<file path="config.mk">
export PLATFORM = sky130hd
export DESIGN_NAME = map_vector_regs
export DESIGN_NICKNAME = d
export VERILOG_FILES = /design/src/hw/useq_pkg.sv /design/src/hw/ucode_pkg.sv /design/src/hw/map_vector_regs.sv
export SDC_FILE = /design/constraint.sdc
export NUM_CORES = 1
export LEC_CHECK = 0
export BUFFER_PORTS_ARGS = -buffer_cell sky130_fd_sc_hd__buf_2
export CAP_MARGIN = 20
export CORE_ASPECT_RATIO = 1.2
export CORE_UTILIZATION = 65
export DETAILED_ROUTE_END_ITERATION = 10
export PLACE_DENSITY = 0.9
export SYNTH_ARGS = -nofsm -noshare
export SYNTH_HDL_FRONTEND = slang
export SYNTH_SLANG_ARGS = --single-unit
</file>
<file path="constraint.sdc">
create_clock -name clk -period 3.2 [get_ports clk]
set_clock_uncertainty 0.1 [all_clocks]
set_input_delay 0 -clock clk [delete_from_list [all_inputs] [get_ports clk]]
set_output_delay 0 -clock clk [all_outputs]
set_load 0.05 [all_outputs]
</file>
<file path="src/hw/useq_pkg.sv">
// sequencer constants shared by the core, the store reset word and the testbench, use by scoped name
package useq_pkg;

    // width of y, d, the loop counter and every stack entry
    localparam int addr_w = 12;

    // return stack entries unless the top level asks for another depth
    localparam int stack_depth_dflt = 5;

    // next-address instruction codes, the classic sixteen in table order
    localparam logic [3:0] i_jz   = 4'd0;  // jump zero, clears the stack
    localparam logic [3:0] i_cjs  = 4'd1;  // conditional jump to subroutine
    localparam logic [3:0] i_jmap = 4'd2;  // jump via map table
    localparam logic [3:0] i_cjp  = 4'd3;  // conditional jump from pipeline
    localparam logic [3:0] i_push = 4'd4;  // push, load counter on pass
    localparam logic [3:0] i_jsrp = 4'd5;  // call to counter or pipeline
    localparam logic [3:0] i_cjv  = 4'd6;  // conditional jump via vector
    localparam logic [3:0] i_jrp  = 4'd7;  // jump to counter or pipeline
    localparam logic [3:0] i_rfct = 4'd8;  // repeat loop from stack top
    localparam logic [3:0] i_rpct = 4'd9;  // repeat from pipeline address
    localparam logic [3:0] i_crtn = 4'd10; // conditional return
    localparam logic [3:0] i_cjpp = 4'd11; // conditional jump and pop
    localparam logic [3:0] i_ldct = 4'd12; // load counter, continue
    localparam logic [3:0] i_loop = 4'd13; // test end of loop
    localparam logic [3:0] i_cont = 4'd14; // continue
    localparam logic [3:0] i_twb  = 4'd15; // three-way branch

endpackage

</file>
<file path="src/hw/ucode_pkg.sv">
// microword layout for the control store and everything that decodes it, use by scoped name
package ucode_pkg;

    localparam int uword_w = 32; // one control-store word

    // d value taken from the pipeline
    localparam int uf_data_lsb = 0;
    localparam int uf_data_w   = 12;

    // next-address instruction
    localparam int uf_instr_lsb = 12;
    localparam int uf_instr_w   = 4;

    // condition select, one of eight flags
    localparam int uf_cc_sel_lsb = 16;
    localparam int uf_cc_sel_w   = 3;

    localparam int uf_cc_inv_bit = 19; // test the flag inverted
    localparam int uf_ccen_bit   = 20; // clear means the condition always passes
    localparam int uf_rld_bit    = 21; // force a counter load from d

    // raw control bits handed to the outside
    localparam int uf_ctrl_lsb = 22;
    localparam int uf_ctrl_w   = 10;

    // pipeline contents after reset, jz with every other field zero
    localparam logic [uword_w-1:0] uword_reset =
        uword_w'(useq_pkg::i_jz) << uf_instr_lsb;

endpackage

</file>
<file path="src/hw/map_vector_regs.sv">
// map table and vector register beside the sequencer, drives the d bus from the active enable
`timescale 1ns/1ns

module map_vector_regs (
    input  logic                          clk,
    input  logic                          rst_n,
    input  logic [ucode_pkg::uword_w-1:0] pl_word,     // pipeline, data field source
    input  logic                          pl_n,        // pipeline on d
    input  logic                          map_n,       // map entry on d
    input  logic                          vect_n,      // vector register on d
    input  logic [3:0]                    map_opcode,  // map table index
    input  logic                          cfg_map_we,
    input  logic                          cfg_vect_we,
    input  logic [3:0]                    cfg_idx,
    input  logic [useq_pkg::addr_w-1:0]   cfg_data,
    output logic [useq_pkg::addr_w-1:0]   d
);

    logic [useq_pkg::addr_w-1:0]  map_tbl [16]; // opcode to start address
    logic [useq_pkg::addr_w-1:0]  vect_reg;
    logic [ucode_pkg::uf_data_w-1:0] pl_data;

    assign pl_data = pl_word[ucode_pkg::uf_data_lsb +: ucode_pkg::uf_data_w];

    // config writes, visible the cycle after the strobe
    always_ff @(posedge clk) begin
        if (!rst_n) begin
            for (int i = 0; i < 16; i++)
                map_tbl[i] <= '0;
            vect_reg <= '0;
        end else begin
            if (cfg_map_we)
                map_tbl[cfg_idx] <= cfg_data;
            if (cfg_vect_we)
                vect_reg <= cfg_data; // both strobes may fire together
        end
    end

    // d source mux, the core keeps exactly one enable low
    always_comb begin
        d = '0;
        if (!pl_n)
            d = pl_data;
        else if (!map_n)
            d = map_tbl[map_opcode];
        else if (!vect_n)
            d = vect_reg;
    end

endmodule

</file>
==> flow_summary.json, run 1 <==
{
  "status": "finished clean",
  "comb_power_share_pct": 10.5,
  "postCtsSetupRepairBufs": 0,
  "cts_buffers": 19,
  "grt_usage_pct": 32.1,
  "portBuffers": 50,
  "setup-violations-final": 0,
  "synth_edf_count": 192,
  "met3_usage_pct": 5.48,
  "tightestPinTransition_ns": 0.941,
  "antenna_found_initial": 0,
  "cp.arrival_ns": 2.52,
  "met2_usage_pct": 56.1,
  "rows": 48,
  "power_density_mw_per_mm2": 541,
  "clock_path_buffers": 3,
  "period_minus_slack_ns": 2.51,
  "hp-class": "in -> reg",
  "startpoint_type": "input port",
  "slew_headroom_pct": 37.1,
  "power.leakage_nw": 4.04,
  "postRouteAntennaNets": 0,
  "design_area_mm2": 0.0109,
  "nets": 817,
  "clkLatencyLatePin_ns": 0.48,
  "finalSetupTns_ns": 0,
  "start_util_pct": 66.5,
  "ys_seq_area_share_pct": 62.7,
  "synthDominantCellAreaShare_pct": 60.2,
  "grt_max_degree": 31,
  "crit_fanout": 30,
  "top_usage_layer": "met2",
  "internal_power_mw": 4.50,
  "worstSetupEndpointType": "register",
  "slew_violations": 0,
  "met1_usage_pct": 36.7,
  "route.detailed.drc": 0,
  "ys_types": 25,
  "die_w_um": 113,
  "io_pins": 71,
  "firstDrtPassIters": 5,
  "vias": 6168,
  "cts_tree": "built",
  "yosys_most_used_dff": "edfxtp_1",
  "h-tree-depth": 1,
  "pwr-share-clk_pct": 36.5,
  "max_freq_mhz": 398,
  "dieArea_mm2": 0.0152,
  "clk_pin_slew_ns": 0.07,
  "critPathKind": "in -> reg",
  "ff_latch_area_mm2": 0.00601,
  "clockRootBuffer": "clkbuf_16",
  "synth_seq_cells": 204,
  "yosysWarnings": 0,
  "syn_avg_cell_area_um2": 13.9,
  "die_h_um": 135,
  "period_share_pct": 78.5,
  "synthTopCellsByArea": "edfxtp_1 (60%), and2_1 (13%), mux4_2 (8.5%)",
  "drt-initial-drc-count": 854,
  "place_congestion": 0.855,
  "yosys.area.top_type": "edfxtp_1",
  "syn_to_final_growth_pct": 13.4,
  "dp_hpwl_um": 14500,
  "grt_pass1_vias": 6334,
  "placed_area_mm2": 0.00998,
  "cap_viol_max_count": 0,
  "synthArstFlopShare_pct": 0,
  "critPathTopFamily": "simple AND/OR/NAND/NOR gates",
  "largest_reg_flops": 192,
  "syn_nets": 746,
  "crit_slowest_cell": "nand2b_1",
  "fillers": 772,
  "multi_input_area_mm2": 0.00331,
  "seqPwrFrac_pct": 53.0,
  "hold_violations": 0,
  "synth_cells": 687,
  "drive_above_1_share_pct": 18.2,
  "rsz0062_at_grt": "no",
  "critPathRequiredTime_ns": 3.21,
  "crit_chain": "dlygate4sd3_1 > buf_2 > buf_4 > nand4_1 > nor3_1 > nand2b_1",
  "post_drt_wl_per_cell_um": 24.9,
  "core_area_mm2": 0.0144,
  "cts_sinks": 204,
  "grt_pass1_wl_um": 35300,
  "finalWirelength_um": 23500,
  "viasPerCell": 6.53,
  "netSwitchingFraction_pct": 23.4,
  "diodes": 0,
  "syn_area_mm2": 0.00958,
  "path_buf_inv": 3,
  "overflow": 0,
  "vdd_drop_max_mv": 0.322,
  "p_sw_mw": 1.38,
  "crit_path_max_incr_delay_ns": 0.59
}
worst reg2reg max path: stages, from the launching register on:
cell	delay [ns]
dfxtp_1	0.33
mux2i_1	0.07
dlygate4sd3_1	0.58
nor2b_1	0.13
dlygate4sd3_1	0.59
cell families after synthesis:
| group | after synthesis | synth area share (%) |
|---|---|---|
| AND/OR/NAND/NOR | 309 | 18.8 |
| flip-flops | 204 | 62.7 |
| multiplexers | 84 | 13.5 |
| AO/OA/AOI/OAI | 36 | 2.35 |
| buffers and inverters | 54 | 2.73 |
layout make-up:
cell class	count	area share, %
flip-flops and latches	204	55.3
multi-input cells	429	30.5
repair buffers	104	6.87
clock buffers	24	4.64
well taps	175	2.02
clock inverters	9	0.668
synth_stat cells, types with 2 or more instances:
cell / number
buf_2: 8
o21ai_0: 12
mux2i_1: 48
nor2b_1: 14
buf_1: 3
a21oi_1: 12
edfxtp_1: 192
nand4b_1: 2
nor4_1: 12
nor2_1: 36
dfxtp_1: 12
or3_1: 13
nor3_1: 15
a22o_1: 12
mux4_2: 36
buf_6: 4
clkbuf_1: 36
buf_4: 2
and2_1: 193
nand2_1: 14
nand2b_1: 7
cell usage in the layout (no fill, tap or decap):
| cell type | netlist | layout |
|---|---|---|
| a21oi_1 | 12 | 12 |
| a22o_1 | 12 | 12 |
| and2_1 | 193 | 193 |
| buf_12 | 0 | 1 |
| buf_2 | 8 | 49 |
| buf_4 | 2 | 24 |
| bufinv_16 | 0 | 1 |
| clkbuf_1 | 36 | 4 |
| clkbuf_16 | 0 | 19 |
| clkbuf_8 | 0 | 1 |
| clkinv_1 | 0 | 1 |
| clkinv_2 | 0 | 6 |
| dfxtp_1 | 12 | 12 |
| dlygate4sd3_1 | 0 | 30 |
| edfxtp_1 | 192 | 192 |
| inv_6 | 0 | 1 |
| mux2i_1 | 48 | 48 |
| mux4_2 | 36 | 36 |
| nand2_1 | 14 | 14 |
| nand2b_1 | 7 | 7 |
| nand4_1 | 1 | 1 |
| nand4b_1 | 2 | 2 |
| nor2_1 | 36 | 36 |
| nor2b_1 | 14 | 14 |
| nor3_1 | 15 | 15 |
| nor3_2 | 1 | 1 |
| nor4_1 | 12 | 12 |
| o21ai_0 | 12 | 7 |
| o21ai_1 | 0 | 5 |
| or2_2 | 1 | 1 |
| or3_1 | 13 | 13 |
what timing repair did:
| item | CTS | global route |
|---|---|---|
| resized for setup | 0 | 0 |
| endpoints found under the hold margin | 140 | 0 |
| hold buffers | 30 | 0 |
per-layer routing:
metal	up-vias	part of all wire (%)
met2	453	51
met3	115	9.6
met5	-	0
met1	2970	33
li1	2630	-
met4	0	6.7
power by group through the flow:
stage / clock (mW) / sequential, mW / combinational [mW]
final: 2.14 / 3.11 / 0.618
after global routing: 2.23 / 3.12 / 0.644
after CTS: 2.14 / 3.11 / 0.601
after detailed placement: 0 / 3.17 / 0.566
after global placement: 0 / 3.15 / 0.546
after floorplan: 0 / 3.15 / 0.378
stage by stage:
| step | cells | utilization, % | setup WS [ns] | total power [mW] | hold WS (ns) |
|---|---|---|---|---|---|
| 4_1_cts | 945 | 75.4 | 0.759 | 5.85 | 0.111 |
| 2_1_floorplan | 687 | - | 1.26 | 3.53 | 0.0694 |
| 3_5_place_dp | 882 | 69.3 | 0.871 | 3.73 | 0.387 |
| 3_3_place_gp | 882 | 69.3 | 0.894 | 3.70 | 0.371 |
| 5_1_grt | 945 | 75.4 | 0.617 | 6.00 | 0.162 |
| 6_report | 945 | 75.4 | 0.689 | 5.87 | 0.134 |
worst paths after layout:
| kind | startpoint | endpoint | slack, ns | cells past startpoint |
|---|---|---|---|---|
| max | rst_n | map_tbl[12][2] | 0.69 | 6 |
| min | cfg_idx[0] | map_tbl[0][4] | 0.13 | 4 |
| max reg2reg | vect_reg[4] | vect_reg[4] | 1.35 | 4 |
| min reg2reg | vect_reg[9] | vect_reg[9] | 0.98 | 3 |
(Power assumes the default switching activity.)
==> run 2: changes to the inputs <==
CORE_UTILIZATION = 54   (was 65)
PLACE_DENSITY = 0.81   (was 0.9)
clock period = 2.15 ns   (was 3.2 ns; I/O delays follow)
==> run 2 against run 1 <==
Net effect: the run now ends with design-rule violations, negative setup slack left; cell count rose by 7.2%; register-to-register slack got worse by 1.1 ns; first-iteration DRC count fell by 26%; clock-buffer cell count rose by 1; combinational power rose by 75%; largest cell class unchanged; sequential power rose by 49%; core utilization fell by 9.8 points; wire length rose by 5.6%; critical path type is now reg -> out; critical endpoint is now d[8]; via count rose by 1.3%; largest power group unchanged; clock power rose by 64%; critical path depth fell by 1.
==> flow_summary.json, run 2 (same netlist as run 1, synthesis figures left out) <==
{
  "cts_tree": "built",
  "die_w_um": 124,
  "portBuffers": 50,
  "crit_path_max_incr_delay_ns": 0.56,
  "dp_hpwl_um": 15100,
  "max_freq_mhz": 421,
  "tightestPinTransition_ns": 0.979,
  "internal_power_mw": 7.04,
  "status": "complete, but fails checks",
  "worstSetupEndpointType": "output port",
  "vias": 6249,
  "finalWirelength_um": 24900,
  "met2_usage_pct": 46.7,
  "syn_to_final_growth_pct": 19.2,
  "critPathRequiredTime_ns": 2.05,
  "post_drt_wl_per_cell_um": 24.5,
  "p_sw_mw": 2.17,
  "slew_headroom_pct": 34.5,
  "power.leakage_nw": 4.18,
  "violations": "design-rule violations, negative setup slack",
  "critPathTopFamily": "multiplexers",
  "grt_max_degree": 39,
  "ff_latch_area_mm2": 0.00601,
  "cap_viol_max_count": 0,
  "cts_buffers": 20,
  "finalSetupTns_ns": -2.23,
  "clockRootBuffer": "clkbuf_16",
  "slew_violations": 0,
  "comb_power_share_pct": 11.7,
  "clk_pin_slew_ns": 0.06,
  "place_congestion": 0.902,
  "firstDrtPassIters": 8,
  "crit_chain": "mux4_2 > mux2i_4 > nor3_1 > or3_1 > buf_6",
  "path_buf_inv": 1,
  "startpoint_type": "register",
  "seqPwrFrac_pct": 50.3,
  "rows": 53,
  "met3_usage_pct": 4.28,
  "grt_pass1_wl_um": 36600,
  "antenna_found_initial": 1,
  "crit_slowest_cell": "mux4_2",
  "h-tree-depth": 1,
  "rsz0062_at_grt": "yes",
  "grt_usage_pct": 27.9,
  "layout_common_cells": "and2_1 (193), edfxtp_1 (192), buf_2 (38), mux2i_1 (37)",
  "postRouteAntennaNets": 0,
  "nets": 837,
  "period_minus_slack_ns": 2.37,
  "critPathKind": "reg -> out",
  "hp-class": "in -> reg",
  "vdd_drop_max_mv": 0.549,
  "hold_violations": 0,
  "fillers": 1106,
  "crit_fanout": 1,
  "fin_ws_ns": -0.223,
  "start_util_pct": 54.9,
  "viasPerCell": 6.17,
  "cts_sinks": 204,
  "met1_usage_pct": 32.5,
  "place_ws_ns": 0.188,
  "core_area_mm2": 0.0174,
  "grt_pass1_vias": 6525,
  "largest_reg_flops": 192,
  "postCtsSetupRepairBufs": 0,
  "multi_input_area_mm2": 0.00348,
  "pwr-share-clk_pct": 38.0,
  "top_usage_layer": "met2",
  "drt-initial-drc-count": 632,
  "drive_above_1_share_pct": 22.2,
  "die_h_um": 148,
  "io_pins": 71,
  "power_density_mw_per_mm2": 806,
  "clkLatencyLatePin_ns": 0.50,
  "overflow": 0,
  "cp.arrival_ns": 2.27,
  "dieArea_mm2": 0.0183,
  "route.detailed.drc": 2,
  "netSwitchingFraction_pct": 23.6,
  "setup-violations-final": 12,
  "final_common_cell": "and2_1",
  "clock_path_buffers": 3,
  "period_share_pct": 110
}
[run 2: cell types whose count changed in the layout (fill, tap and decap cells not counted), sizes merged]
| cell | delta |
|---|---|
| clkbuf | +1 |
| inv | -1 |
| dlygate4sd3 | +6 |
| bufinv | +1 |
| buf | +13 |
| diode | +1 |
| clkinvlp | +2 |
[run 2: final timing paths]
check,slack (ns),from,depth (start not counted),to
worst max-delay path,-0.22,map_tbl[7][8],5,d[8]
worst max register to register,0.22,vect_reg[3],4,vect_reg[3]
worst min register to register,1.53,vect_reg[5],4,vect_reg[5]
worst min-delay path,0.16,cfg_idx[1],4,map_tbl[0][8]
[run 2: per-layer routing]
metal | part of all wire [%] | vias up
li1 | - | 2685
met1 | 34 | 3121
met2 | 50 | 344
met3 | 8.1 | 99
met4 | 7.3 | 0
met5 | 0 | -
[run 2: layout make-up]
class | instances | share of cell area, %
Sequential cell | 204 | 52.6
Antenna cell | 1 | 0.0219
Timing Repair Buffer | 123 | 8.90
Clock inverter | 11 | 0.953
Clock buffer | 25 | 4.73
Multi-Input combinational cell | 429 | 30.4
Tap cell | 220 | 2.41
[run 2: timing repair]
action                                  4_1_cts  5_1_grt
hold endpoints to repair                    201        0
endpoints found under the setup margin       12       12
gates resized for setup                      46        9
pin swaps                                     2        3
hold buffers                                 36        0
[run 2: through the flow]
step	instance area, um2	util, %	hold WS [ns]	cells	power (mW)
3_5_place_dp	10200	58.3	0.389	940	5.59
2_1_floorplan	9580	-	0.0694	687	5.25
6_report	11400	65.5	0.162	1013	9.21
3_3_place_gp	10200	58.3	0.372	940	5.55
4_1_cts	11400	65.2	0.119	1012	9.17
5_1_grt	11400	65.5	0.177	1013	9.43
[run 2: power groups by stage]
stage	registers (mW)	clock network [mW]	logic (mW)
after global routing	4.65	3.67	1.12
after CTS	4.63	3.51	1.03
after global placement	4.69	0	0.859
after floorplan	4.69	0	0.562
after detailed placement	4.71	0	0.878
final	4.63	3.50	1.08
[run 2: worst register-to-register path: cells and delay by family, from the launching register on]
| family | cells | cell delay (ns) |
|---|---|---|
| muxes | 1 | 0.08 |
| buffers and inverters | 2 | 1.17 |
| DFF | 1 | 0.35 |
| and+or+nand+nor | 1 | 0.17 |
