[src/hw/useq_pkg.sv]
// sequencer constants shared by the core, the store reset word and the testbench, use by scoped name
package useq_pkg;

    // width of y, d, the loop counter and every stack entry
    localparam int addr_w = 12;

    // return stack entries unless the top level asks for another depth
    localparam int stack_depth_dflt = 5;

    // next-address instruction codes, the classic sixteen in table order
    localparam logic [3:0] i_jz   = 4'd0;  // jump zero, clears the stack
    localparam logic [3:0] i_cjs  = 4'd1;  // conditional jump to subroutine
    localparam logic [3:0] i_jmap = 4'd2;  // jump via map table
    localparam logic [3:0] i_cjp  = 4'd3;  // conditional jump from pipeline
    localparam logic [3:0] i_push = 4'd4;  // push, load counter on pass
    localparam logic [3:0] i_jsrp = 4'd5;  // call to counter or pipeline
    localparam logic [3:0] i_cjv  = 4'd6;  // conditional jump via vector
    localparam logic [3:0] i_jrp  = 4'd7;  // jump to counter or pipeline
    localparam logic [3:0] i_rfct = 4'd8;  // repeat loop from stack top
    localparam logic [3:0] i_rpct = 4'd9;  // repeat from pipeline address
    localparam logic [3:0] i_crtn = 4'd10; // conditional return
    localparam logic [3:0] i_cjpp = 4'd11; // conditional jump and pop
    localparam logic [3:0] i_ldct = 4'd12; // load counter, continue
    localparam logic [3:0] i_loop = 4'd13; // test end of loop
    localparam logic [3:0] i_cont = 4'd14; // continue
    localparam logic [3:0] i_twb  = 4'd15; // three-way branch

endpackage

[src/hw/ucode_pkg.sv]
// microword layout for the control store and everything that decodes it, use by scoped name
package ucode_pkg;

    localparam int uword_w = 32; // one control-store word

    // d value taken from the pipeline
    localparam int uf_data_lsb = 0;
    localparam int uf_data_w   = 12;

    // next-address instruction
    localparam int uf_instr_lsb = 12;
    localparam int uf_instr_w   = 4;

    // condition select, one of eight flags
    localparam int uf_cc_sel_lsb = 16;
    localparam int uf_cc_sel_w   = 3;

    localparam int uf_cc_inv_bit = 19; // test the flag inverted
    localparam int uf_ccen_bit   = 20; // clear means the condition always passes
    localparam int uf_rld_bit    = 21; // force a counter load from d

    // raw control bits handed to the outside
    localparam int uf_ctrl_lsb = 22;
    localparam int uf_ctrl_w   = 10;

    // pipeline contents after reset, jz with every other field zero
    localparam logic [uword_w-1:0] uword_reset =
        uword_w'(useq_pkg::i_jz) << uf_instr_lsb;

endpackage

[src/hw/useq_core.sv]
// next-address sequencer core with stack, loop counter and upc, instantiated by the controller top
`timescale 1ns/1ns

module useq_core #(
    parameter int stack_depth = 5
) (
    input  logic                          clk,
    input  logic                          rst_n,
    input  logic [ucode_pkg::uword_w-1:0] pl_word,    // executing microword
    input  logic [useq_pkg::addr_w-1:0]   d,          // d bus from the source the enables pick
    input  logic [7:0]                    cond_flags,
    input  logic                          run,        // carry-in of the upc incrementer
    output logic [useq_pkg::addr_w-1:0]   y,
    output logic                          pl_n,
    output logic                          map_n,
    output logic                          vect_n,
    output logic                          full_n
);
    localparam int sp_w = $clog2(stack_depth + 1); // pointer counts 0 .. stack_depth

    logic [3:0]                          instr;
    logic [ucode_pkg::uf_cc_sel_w-1:0]   cc_sel;
    logic                                cc_inv;
    logic                                ccen;
    logic                                rld;
    logic                                pass;   // condition met or test disabled
    logic                                r_zero; // loop counter at zero

    logic [useq_pkg::addr_w-1:0]         cnt;    // loop counter
    logic [useq_pkg::addr_w-1:0]         upc;    // microprogram counter
    logic [useq_pkg::addr_w-1:0]         stk [stack_depth];
    logic [sp_w-1:0]                     sp;     // number of valid entries
    logic [sp_w-1:0]                     wr_idx;
    logic [useq_pkg::addr_w-1:0]         top;

    // decoded controls
    logic sel_r;
    logic sel_d;
    logic sel_upc;
    logic sel_stk;
    logic push;
    logic pop;
    logic load;
    logic decr;
    logic clear;

    assign instr  = pl_word[ucode_pkg::uf_instr_lsb +: ucode_pkg::uf_instr_w];
    assign cc_sel = pl_word[ucode_pkg::uf_cc_sel_lsb +: ucode_pkg::uf_cc_sel_w];
    assign cc_inv = pl_word[ucode_pkg::uf_cc_inv_bit];
    assign ccen   = pl_word[ucode_pkg::uf_ccen_bit];
    assign rld    = pl_word[ucode_pkg::uf_rld_bit];

    // condition mux
    assign pass   = !ccen || (cond_flags[cc_sel] ^ cc_inv);
    assign r_zero = (cnt == '0);

    assign full_n = (sp != sp_w'(stack_depth));
    assign top    = (sp == '0) ? '0 : stk[sp - 1'b1]; // empty stack reads as zero
    assign wr_idx = full_n ? sp : sp - 1'b1;          // full push overwrites top

    // d source enables with exactly one low
    assign map_n  = (instr != useq_pkg::i_jmap);
    assign vect_n = (instr != useq_pkg::i_cjv);
    assign pl_n   = !(map_n && vect_n);

    always_comb begin
        sel_r   = 1'b0;
        sel_d   = 1'b0;
        sel_upc = 1'b0;
        sel_stk = 1'b0;
        push    = 1'b0;
        pop     = 1'b0;
        load    = 1'b0;
        decr    = 1'b0;
        clear   = 1'b0;
        case (instr)
            useq_pkg::i_jz: clear = 1'b1; // y stays at zero
            useq_pkg::i_cjs: begin
                sel_d   = pass;
                sel_upc = !pass;
                push    = pass;
            end
            useq_pkg::i_jmap: sel_d = 1'b1;
            useq_pkg::i_cjp, useq_pkg::i_cjv: begin
                sel_d   = pass;
                sel_upc = !pass;
            end
            useq_pkg::i_push: begin
                sel_upc = 1'b1;
                push    = 1'b1;
                load    = pass;
            end
            useq_pkg::i_jsrp: begin
                sel_d = pass;
                sel_r = !pass;
                push  = 1'b1;        // call either way
            end
            useq_pkg::i_jrp: begin
                sel_d = pass;
                sel_r = !pass;
            end
            useq_pkg::i_rfct: begin
                sel_stk = !r_zero;   // loop back to pushed address
                sel_upc = r_zero;
                decr    = !r_zero;
                pop     = r_zero;    // loop done so the entry is dropped
            end
            useq_pkg::i_rpct: begin
                sel_d   = !r_zero;
                sel_upc = r_zero;
                decr    = !r_zero;
            end
            useq_pkg::i_crtn: begin
                sel_stk = pass;
                sel_upc = !pass;
                pop     = pass;
            end
            useq_pkg::i_cjpp: begin
                sel_d   = pass;
                sel_upc = !pass;
                pop     = pass;
            end
            useq_pkg::i_ldct: begin
                sel_upc = 1'b1;
                load    = 1'b1;
            end
            useq_pkg::i_loop: begin
                sel_stk = !pass;
                sel_upc = pass;
                pop     = pass;
            end
            useq_pkg::i_cont: sel_upc = 1'b1;
            useq_pkg::i_twb: begin
                sel_upc = pass;
                sel_stk = !pass && !r_zero;
                sel_d   = !pass && r_zero;
                pop     = pass || r_zero;
                decr    = !r_zero;   // counts down on both pass and fail
            end
            default: ;
        endcase
    end

    // y mux where no source selected gives zero
    always_comb begin
        y = '0;
        if (sel_r)
            y = cnt;
        else if (sel_d)
            y = d;
        else if (sel_upc)
            y = upc;
        else if (sel_stk)
            y = top;
    end

    always_ff @(posedge clk) begin
        if (!rst_n) begin
            cnt <= '0;
            upc <= '0;
            sp  <= '0;
        end else begin
            upc <= y + {{(useq_pkg::addr_w - 1){1'b0}}, run}; // run low holds y
            if (load || rld)
                cnt <= d;
            else if (decr)
                cnt <= cnt - 1'b1;
            if (clear)
                sp <= '0;
            else if (pop && sp != '0)
                sp <= sp - 1'b1;
            else if (push && full_n)
                sp <= sp + 1'b1;     // full push keeps the pointer
        end
    end

    always_ff @(posedge clk) begin
        if (push)
            stk[wr_idx] <= upc;      // return address is the executing word's address plus carry
    end

    a_sp_bound: assert property (@(posedge clk) disable iff (!rst_n)
        sp <= sp_w'(stack_depth));

    a_push_full: assert property (@(posedge clk) disable iff (!rst_n)
        push && !full_n |=> $stable(sp));

    a_src_onehot: assert property (@(posedge clk) disable iff (!rst_n)
        $onehot({!pl_n, !map_n, !vect_n}));

endmodule

[config.mk]
export PLATFORM = sky130hd
export DESIGN_NAME = useq_core
export DESIGN_NICKNAME = d
export VERILOG_FILES = /design/src/hw/useq_pkg.sv /design/src/hw/ucode_pkg.sv /design/src/hw/useq_core.sv
export SDC_FILE = /design/constraint.sdc
export NUM_CORES = 1
export LEC_CHECK = 0
export BUFFER_PORTS_ARGS = -buffer_cell sky130_fd_sc_hd__buf_2
export CAP_MARGIN = 20
export CELL_PAD_IN_SITES_DETAIL_PLACEMENT = 1
export CELL_PAD_IN_SITES_GLOBAL_PLACEMENT = 1
export CORE_ASPECT_RATIO = 0.9
export CORE_MARGIN = 1
export CORE_UTILIZATION = 49
export DETAILED_ROUTE_END_ITERATION = 7
export HOLD_SLACK_MARGIN = 0.05
export PLACE_DENSITY_LB_ADDON = 0.1
export SETUP_SLACK_MARGIN = 0.5
export SYNTH_ARGS = -nofsm -noshare
export SYNTH_HDL_FRONTEND = slang
export SYNTH_SLANG_ARGS = --single-unit
[constraint.sdc]
create_clock -name clk -period 6.8 [get_ports clk]
set_input_delay 0.68 -clock clk [delete_from_list [all_inputs] [get_ports clk]]
set_output_delay 0.68 -clock clk [all_outputs]
set_load 0.05 [all_outputs]
==> run summary, run 1 <==
Final setup margin = 2.11 ns
Sequential Power Share = 48.7%
Final period util = 68.9%
Max-slew headroom = 50.5%
Worst Hold Class = flop to flop
Die W = 103 um
Routed WL = 11.4 mm
Internal power = 850 uW
RR Endpoint = upc[8]
Fin util = 58.0%
H-tree levels = 3
Number of unique standard cell types used by synthesis = 60
Hold Crit Depth = 0
Vias per Instance = 6.01
First-pass GRT wire length = 18.2 mm
Seq cells post-synth = 87
GPL Wtd Cong = 0.828
Layout overhead on the synthesized area = 12.9%
Minimum clock period = 4.69 ns
Setup repair bufs after CTS = 0
Cell taking the most area after synthesis = edfxtp_1
Post-synthesis cell count = 380
RSZ-0062 raised after global routing = false
GRT Residual Overflow = 0
Post-synth ARST share = 0%
Clock buffers created by TritonCTS = 9
Crit end category = output pin
Worst-Margin Slew = 0.742 ns
CTS tree = done
Leakage Power = 1.82 nW
CTS clock-pin slew for the worst setup and hold paths = 0.10 ns
Drt initial violations = 196
Critical path class = primary input to output pin
Drt pass-1 iters = 5
Design area = 5040 sq um
Worst-skew pair later-pin latency = 0.37 ns
Resized cells post-CTS = 0
Max_cap viols = 0
Logic pwr share = 23.3%
Die Ht = 92.5 um
Post-place instance area = 4830 sq um
Synth area leaders = edfxtp_1, dfxtp_1, mux4_2
Top cell type's share of synthesized area = 40.4%
Synth Cell Area = 4460 sq um
Worst-case reg-to-reg path depth = 12
Post-DRT Antenna Nets = 0
Clk buf depth = 2
Worst hold start = upc[3]
Clk sinks = 87
Peak Freq = 213 MHz
Max Slew Vio Count = 0
Die ar. = 9490 sq um
Setup slack at placement = 2.19 ns
Reg2reg start = cnt[5]
DRC = 0
Seq/Total Area, Yosys = 52.5%
Yosys warns = 0
WL/cell = 20.6 um
Worst Path Required = 6.12 ns
Largest net degree at the start of global routing = 24
Hold path endpoint = stk[1][3]
Clk network pwr share = 28.0%
CP Launch Type = primary input
Initial antenna violation count = 0
Post-Route Hold Slack = 0.528 ns
Vias = 3319
EDFF count, synth = 60
DP Wirelength = 8.21 mm
Worst VDD drop = 0.151 mV
Sw Ratio = 33.6%
Area of the core = 8690 sq um
Pwr/cell area = 254 nW/um^2
Fillers = 916
Worst Path Max Fanout = 7
Psw = 430 uW
Syn_area_per_cell = 11.7 sq um
# rows = 32
Area taken by multi-input logic gates = 2000 sq um
Ys flop type = edfxtp_1
Status = complete, no violations
Total negative slack = 0 ns
# hold bufs at CTS = 0
R2R setup slack = 2.73 ns
Initial core utilization = 51.4%
Boundary Pins = 71
Endpoints failing setup = 0
Worst Skew = 0.0193 ns
Mapped Nets = 442
Clock Tree Root = clkbuf_8
Final hold violations = 0
Antenna diodes = 0
Total Routing Usage GR = 26.3%
Share of layout cells above drive strength 1 = 25.6%
I/O Buffers = 48
Vias in the first global route = 3321
Layout Nets = 490
Critical Path AT = 4.01 ns
FF+latch area = 2340 sq um
[power by group through the flow]
| stage | registers, mW | logic (mW) | clock network (mW) |
|---|---|---|---|
| after detailed placement | 0.636 | 0.296 | 0 |
| after global routing | 0.628 | 0.320 | 0.382 |
| after floorplan | 0.624 | 0.224 | 0 |
| final | 0.624 | 0.299 | 0.358 |
| after global placement | 0.634 | 0.288 | 0 |
| after CTS | 0.624 | 0.298 | 0.365 |
[metrics by stage]
| stage | power (mW) | std cells |
|---|---|---|
| 3_3_place_gp | 0.922 | 535 |
| 5_1_grt | 1.33 | 552 |
| 6_report | 1.28 | 552 |
| 2_1_floorplan | 0.847 | 380 |
| 3_5_place_dp | 0.932 | 535 |
| 4_1_cts | 1.29 | 551 |
[sequential cells by signal, indices dropped and copies added, names as in the netlist]
register  count
sp            3
stk          60
upc          12
cnt          12
[cells in the mapped netlist, drive strengths merged (4+ instances only)]
master  instances
or3             7
xor2            4
clkbuf         15
o211ai          4
o21ai           9
a31oi          10
inv            14
nand2          27
nand4           4
nand3           8
mux2           13
xnor2          14
a21oi          11
ha              7
dfxtp          27
edfxtp         60
o31ai           8
a221oi          4
nor4            6
and2            5
mux4           13
nor3            8
a211oi          9
mux2i           9
nor2           43
[logic make-up after synthesis]
kind of cell | Yosys count | synth area share, %
mux | 35 | 12.3
flops | 87 | 52.5
compound gates | 79 | 12.5
xor+xnor | 18 | 3.53
buf+inv | 33 | 3.20
fa+ha+maj | 7 | 1.96
simple gates | 121 | 14.0
[worst max-delay path by stage]
| stage | startpoint | to | slack (ns) | cells past startpoint |
|---|---|---|---|---|
| global route | pl_word[16] | y[5] | 1.99 | 10 |
| floorplan | sp[0] | upc[8] | 1.98 | 15 |
| CTS | pl_word[16] | y[5] | 2.16 | 10 |
| global placement | pl_word[16] | y[5] | 2.23 | 10 |
| finish | pl_word[16] | y[6] | 2.11 | 9 |
| detailed placement | pl_word[16] | y[5] | 2.19 | 10 |
[cell usage in the layout, fill, tap and decap left out, types with 8 or more instances in the layout]
master / Yosys / final
edfxtp_1: 60 / 60
buf_2: 1 / 48
nor2_1: 43 / 43
nand2_1: 27 / 27
dfxtp_1: 27 / 27
xnor2_1: 14 / 14
inv_1: 14 / 14
mux4_2: 13 / 13
a21oi_1: 11 / 11
mux2_2: 10 / 10
o21ai_0: 9 / 9
a31oi_1: 10 / 9
a211oi_1: 9 / 9
clkbuf_8: 0 / 9
nor3_1: 8 / 8
o31ai_1: 8 / 8
[worst max-delay path, stage by stage]
cell      delay, ns
buf_2          0.12
mux2_2         0.33
mux4_2         0.52
mux2i_1        0.26
a31oi_1        0.67
and2_1         0.42
a221oi_1       0.19
a31oi_1        0.44
buf_2          0.36
[area by class of cell]
class                           count  share of cell area [%]
Inverter                           14                    1.04
Clock buffer                        9                    2.46
Tap cell                          119                    2.96
Sequential cell                    87                    46.5
Multi-Input combinational cell    260                    39.6
Timing Repair Buffer               56                    6.03
Clock inverter                      7                    1.42
[routing by layer]
layer	vias to the layer above	wire [um]	GRT usage, %
met2	77	5380	41.5
met1	1680	5290	37.2
met3	11	571	5.28
li1	1551	-	-
met5	-	0	0
met4	0	135	6.07
No activity file was read; power rests on OpenSTA's default activity.
==> run 2, diff against run 1 <==
--- a/config.mk
+++ b/config.mk
@@ -5,13 +5,14 @@
 export SDC_FILE = /design/constraint.sdc
 export NUM_CORES = 1
 export LEC_CHECK = 0
+export ABC_AREA = 1
 export BUFFER_PORTS_ARGS = -buffer_cell sky130_fd_sc_hd__buf_2
 export CAP_MARGIN = 20
 export CELL_PAD_IN_SITES_DETAIL_PLACEMENT = 1
 export CELL_PAD_IN_SITES_GLOBAL_PLACEMENT = 1
 export CORE_ASPECT_RATIO = 0.9
 export CORE_MARGIN = 1
-export CORE_UTILIZATION = 49
+export CORE_UTILIZATION = 39
 export DETAILED_ROUTE_END_ITERATION = 7
 export HOLD_SLACK_MARGIN = 0.05
 export PLACE_DENSITY_LB_ADDON = 0.1
==> constraint.sdc (replaced) <==
create_clock -name clk -period 4 [get_ports clk]
set_input_delay 0.4 -clock clk [delete_from_list [all_inputs] [get_ports clk]]
set_output_delay 0.4 -clock clk [all_outputs]
set_load 0.05 [all_outputs]
==> run summary, run 2 <==
Status = complete, no violations
Top cell type's share of synthesized area = 38.6% (-1.8 points)
Synth Cell Area = 4670 sq um (+4.7%)
Clock buffers created by TritonCTS = 9 (unchanged)
Clk buf depth = 2 (unchanged)
Crit-path slowest cell = dfxtp_1
CTS tree = done
Leading cell type in the layout, fill and taps excluded = nand2_1
Drt pass-1 iters = 4 (-1)
Die W = 117 um (+14%)
Post-synth top cells = nand2_1, nor2_1, inv_1
Critical Path AT = 2.80 ns (-1.21 ns)
Worst Path Required = 3.60 ns (-2.52 ns)
Seq/Total Area, Yosys = 50.1% (-2.4 points)
Worst-Margin Slew = 0.804 ns (+0.0623 ns)
Ys flop type = edfxtp_1
Synth area leaders = edfxtp_1, dfxtp_1, nand2_1
Vias in the first global route = 4218 (+27%)
Fin util = 46.7% (-11 points)
I/O Buffers = 48 (unchanged)
Largest regs = stk: 60 flops, cnt: 12 flops, upc: 12 flops
Drt initial violations = 133 (-32%)
Most frequent cells in the layout = nand2_1, nor2_1, inv_1
# hold bufs at CTS = 0 (unchanged)
Layout Nets = 660 (+35%)
Vias = 4001 (+21%)
Total negative slack = 0 ns (unchanged)
Vias per Instance = 5.28 (-12%)
Syn_area_per_cell = 8.49 sq um (-28%)
Final period util = 79.9%
Share of layout cells above drive strength 1 = 17.8% (-7.9 points)
Endpoints failing setup = 0 (unchanged)
Layout overhead on the synthesized area = 15.1%
Max Slew Vio Count = 0 (unchanged)
Worst Skew = 0.0119 ns (-0.00735 ns)
Resized cells post-CTS = 0 (unchanged)
Max reg flops = 60 (unchanged)
WL/cell = 16.9 um (-18%)
Largest Register = stk
DP Wirelength = 9.50 mm (+16%)
Post-DRT Antenna Nets = 0 (unchanged)
GPL Wtd Cong = 0.858 (+3.7%)
Design area = 5380 sq um (+6.7%)
Worst Hold Class = primary input to flop
Clock Tree Root = clkbuf_16
Crit end category = output pin
Leakage Power = 2.21 nW (+22%)
CP Cell Sequence = inv_1, ha_1, nand2_2, nor3_4, inv_1, o211ai_1, nand2_2, nand2_1, nand2_1, o21ai_2, inv_1, buf_2
Worst VDD drop = 0.434 mV (+190%)
DRC = 0 (unchanged)
CP Launch Type = flop
EDFF count, synth = 60 (unchanged)
Synth Area in Simple Gates = 25.4% (+11 points)
GRT Residual Overflow = 0 (unchanged)
CTS clock-pin slew for the worst setup and hold paths = 0.07 ns (-0.03 ns)
Seq cells post-synth = 87 (unchanged)
Minimum clock period = 3.20 ns
Max_cap viols = 0 (unchanged)
Max-slew headroom = 45.7% (-4.8 points)
Setup repair bufs after CTS = 0 (unchanged)
CP top delay family = simple AND/OR/NAND/NOR gates
Mux cell area share after synthesis = 0% (-12 points)
Die Ht = 106 um (+14%)
Largest family of logic cells by synthesized area = simple AND/OR/NAND/NOR gates
Setup crit start = cnt[0]
Count leader, synth = nand2_1
Post-place instance area = 5080 sq um (+5.0%)
Max incr delay on CP = 0.33 ns (-0.34 ns)
Largest net degree at the start of global routing = 31 (+29%)
Compound-Gate Fraction of Synth Area = 13.0% (+0.51 points)
Number of unique standard cell types used by synthesis = 43 (-28%)
Synth Area in Adders = 1.87% (-0.088 points)
Worst Path Max Fanout = 12 (+5)
Placed cells = 743 (+39%)
Initial antenna violation count = 0 (unchanged)
Total Routing Usage GR = 21.8% (-4.4 points)
H-tree levels = 3 (unchanged)
Yosys warns = 0 (unchanged)
Post-synthesis cell count = 550 (+45%)
Boundary Pins = 71 (unchanged)
Routed WL = 12.8 mm (+13%)
# rows = 37 (+16%)
Clk sinks = 87 (unchanged)
Antenna diodes = 0 (unchanged)
Initial core utilization = 40.5% (-11 points)
CP Buf/Inv Count = 4 (+2)
Peak Freq = 313 MHz
First-pass GRT wire length = 20.9 mm (+15%)
RSZ-0062 raised after global routing = false
Area of the core = 11500 sq um (+33%)
Mapped Nets = 612 (+38%)
Post-synthesis xor/xnor area fraction = 2.06% (-1.5 points)
Pwr/cell area = 442 nW/um^2 (+74%)
Final hold violations = 0 (unchanged)
Die ar. = 12400 sq um (+31%)
Worst hold start = d[10]
Reg2reg start = cnt[0]
Final Non-Filler Cells = 758 (+37%)
Worst-skew pair later-pin latency = 0.34 ns (-0.03 ns)
Most used cell, CP = inv_1
Post-synth ARST share = 0% (unchanged)
Cell taking the most area after synthesis = edfxtp_1
Critical path class = flop to output pin
-- run 2: cell types whose count changed after synthesis, sizes merged, moves of 11 or more --
cell   before  now
inv        14   64
nand3       8   27
nor2       43   77
o21ai       9   44
xnor2      14    3
mux2       13    0
nand2      27  132
mux4       13    0
-- run 2: final cells by class --
class / instances / area (sq um)
sequential: 87 / 2340
timing repair buffer: 56 / 300
tap: 156 / 195
multi-input combinational: 379 / 2000
fill: 1374 / 6150
clock buffer: 9 / 225
inverter: 65 / 249
clock inverter: 6 / 70.1
-- run 2: cell families (layout without fill, tap and decap cells) --
kind of cell | Yosys count | in the layout
AND/OR/NAND/NOR | 259 | 259
AO/OA/AOI/OAI | 102 | 102
flip-flops | 87 | 87
buffers and inverters | 84 | 136
XOR/XNOR | 11 | 11
adder cells (fa/ha/maj) | 7 | 7
-- run 2: routing by layer --
| metal | global-route usage, % | vias up | wire length, um |
|---|---|---|---|
| li1 | - | 1947 | - |
| met2 | 38.5 | 71 | 6340 |
| met3 | 4.38 | 7 | 412 |
| met5 | 0 | - | 0 |
| met1 | 27.4 | 1976 | 6010 |
| met4 | 5.19 | 0 | 72 |
-- run 2: worst register-to-register path, delay by kind of cell (launching register included) --
family	cells	cell delay, ns
AND/OR/NAND/NOR	9	1.23
adder cells (fa/ha/maj)	3	0.70
AO/OA/AOI/OAI	3	0.61
flip-flops	1	0.33
buffers and inverters	2	0.25
-- run 2: metrics by stage --
step	setup WS [ns]	power, mW	hold slack, ns
after floorplan	0.547	1.40	0.435
after global placement	0.839	1.53	0.452
after detailed placement	0.706	1.55	0.457
after CTS	0.579	2.39	0.322
after global routing	0.504	2.48	0.338
final	0.803	2.37	0.330
-- run 2: worst paths after layout --
kind / to / slack (ns) / cells past startpoint
worst max-delay path: y[4] / 0.80 / 12
worst min-delay path: cnt[10] / 0.33 / 3
worst max register to register: upc[8] / 0.82 / 17
worst min register to register: cnt[0] / 0.47 / 1
-- run 2: report_power, final --
group          internal, mW  switching, mW
clock network         0.485          0.362
registers              1.00         0.0362
logic                 0.140          0.346
total                  1.63          0.745
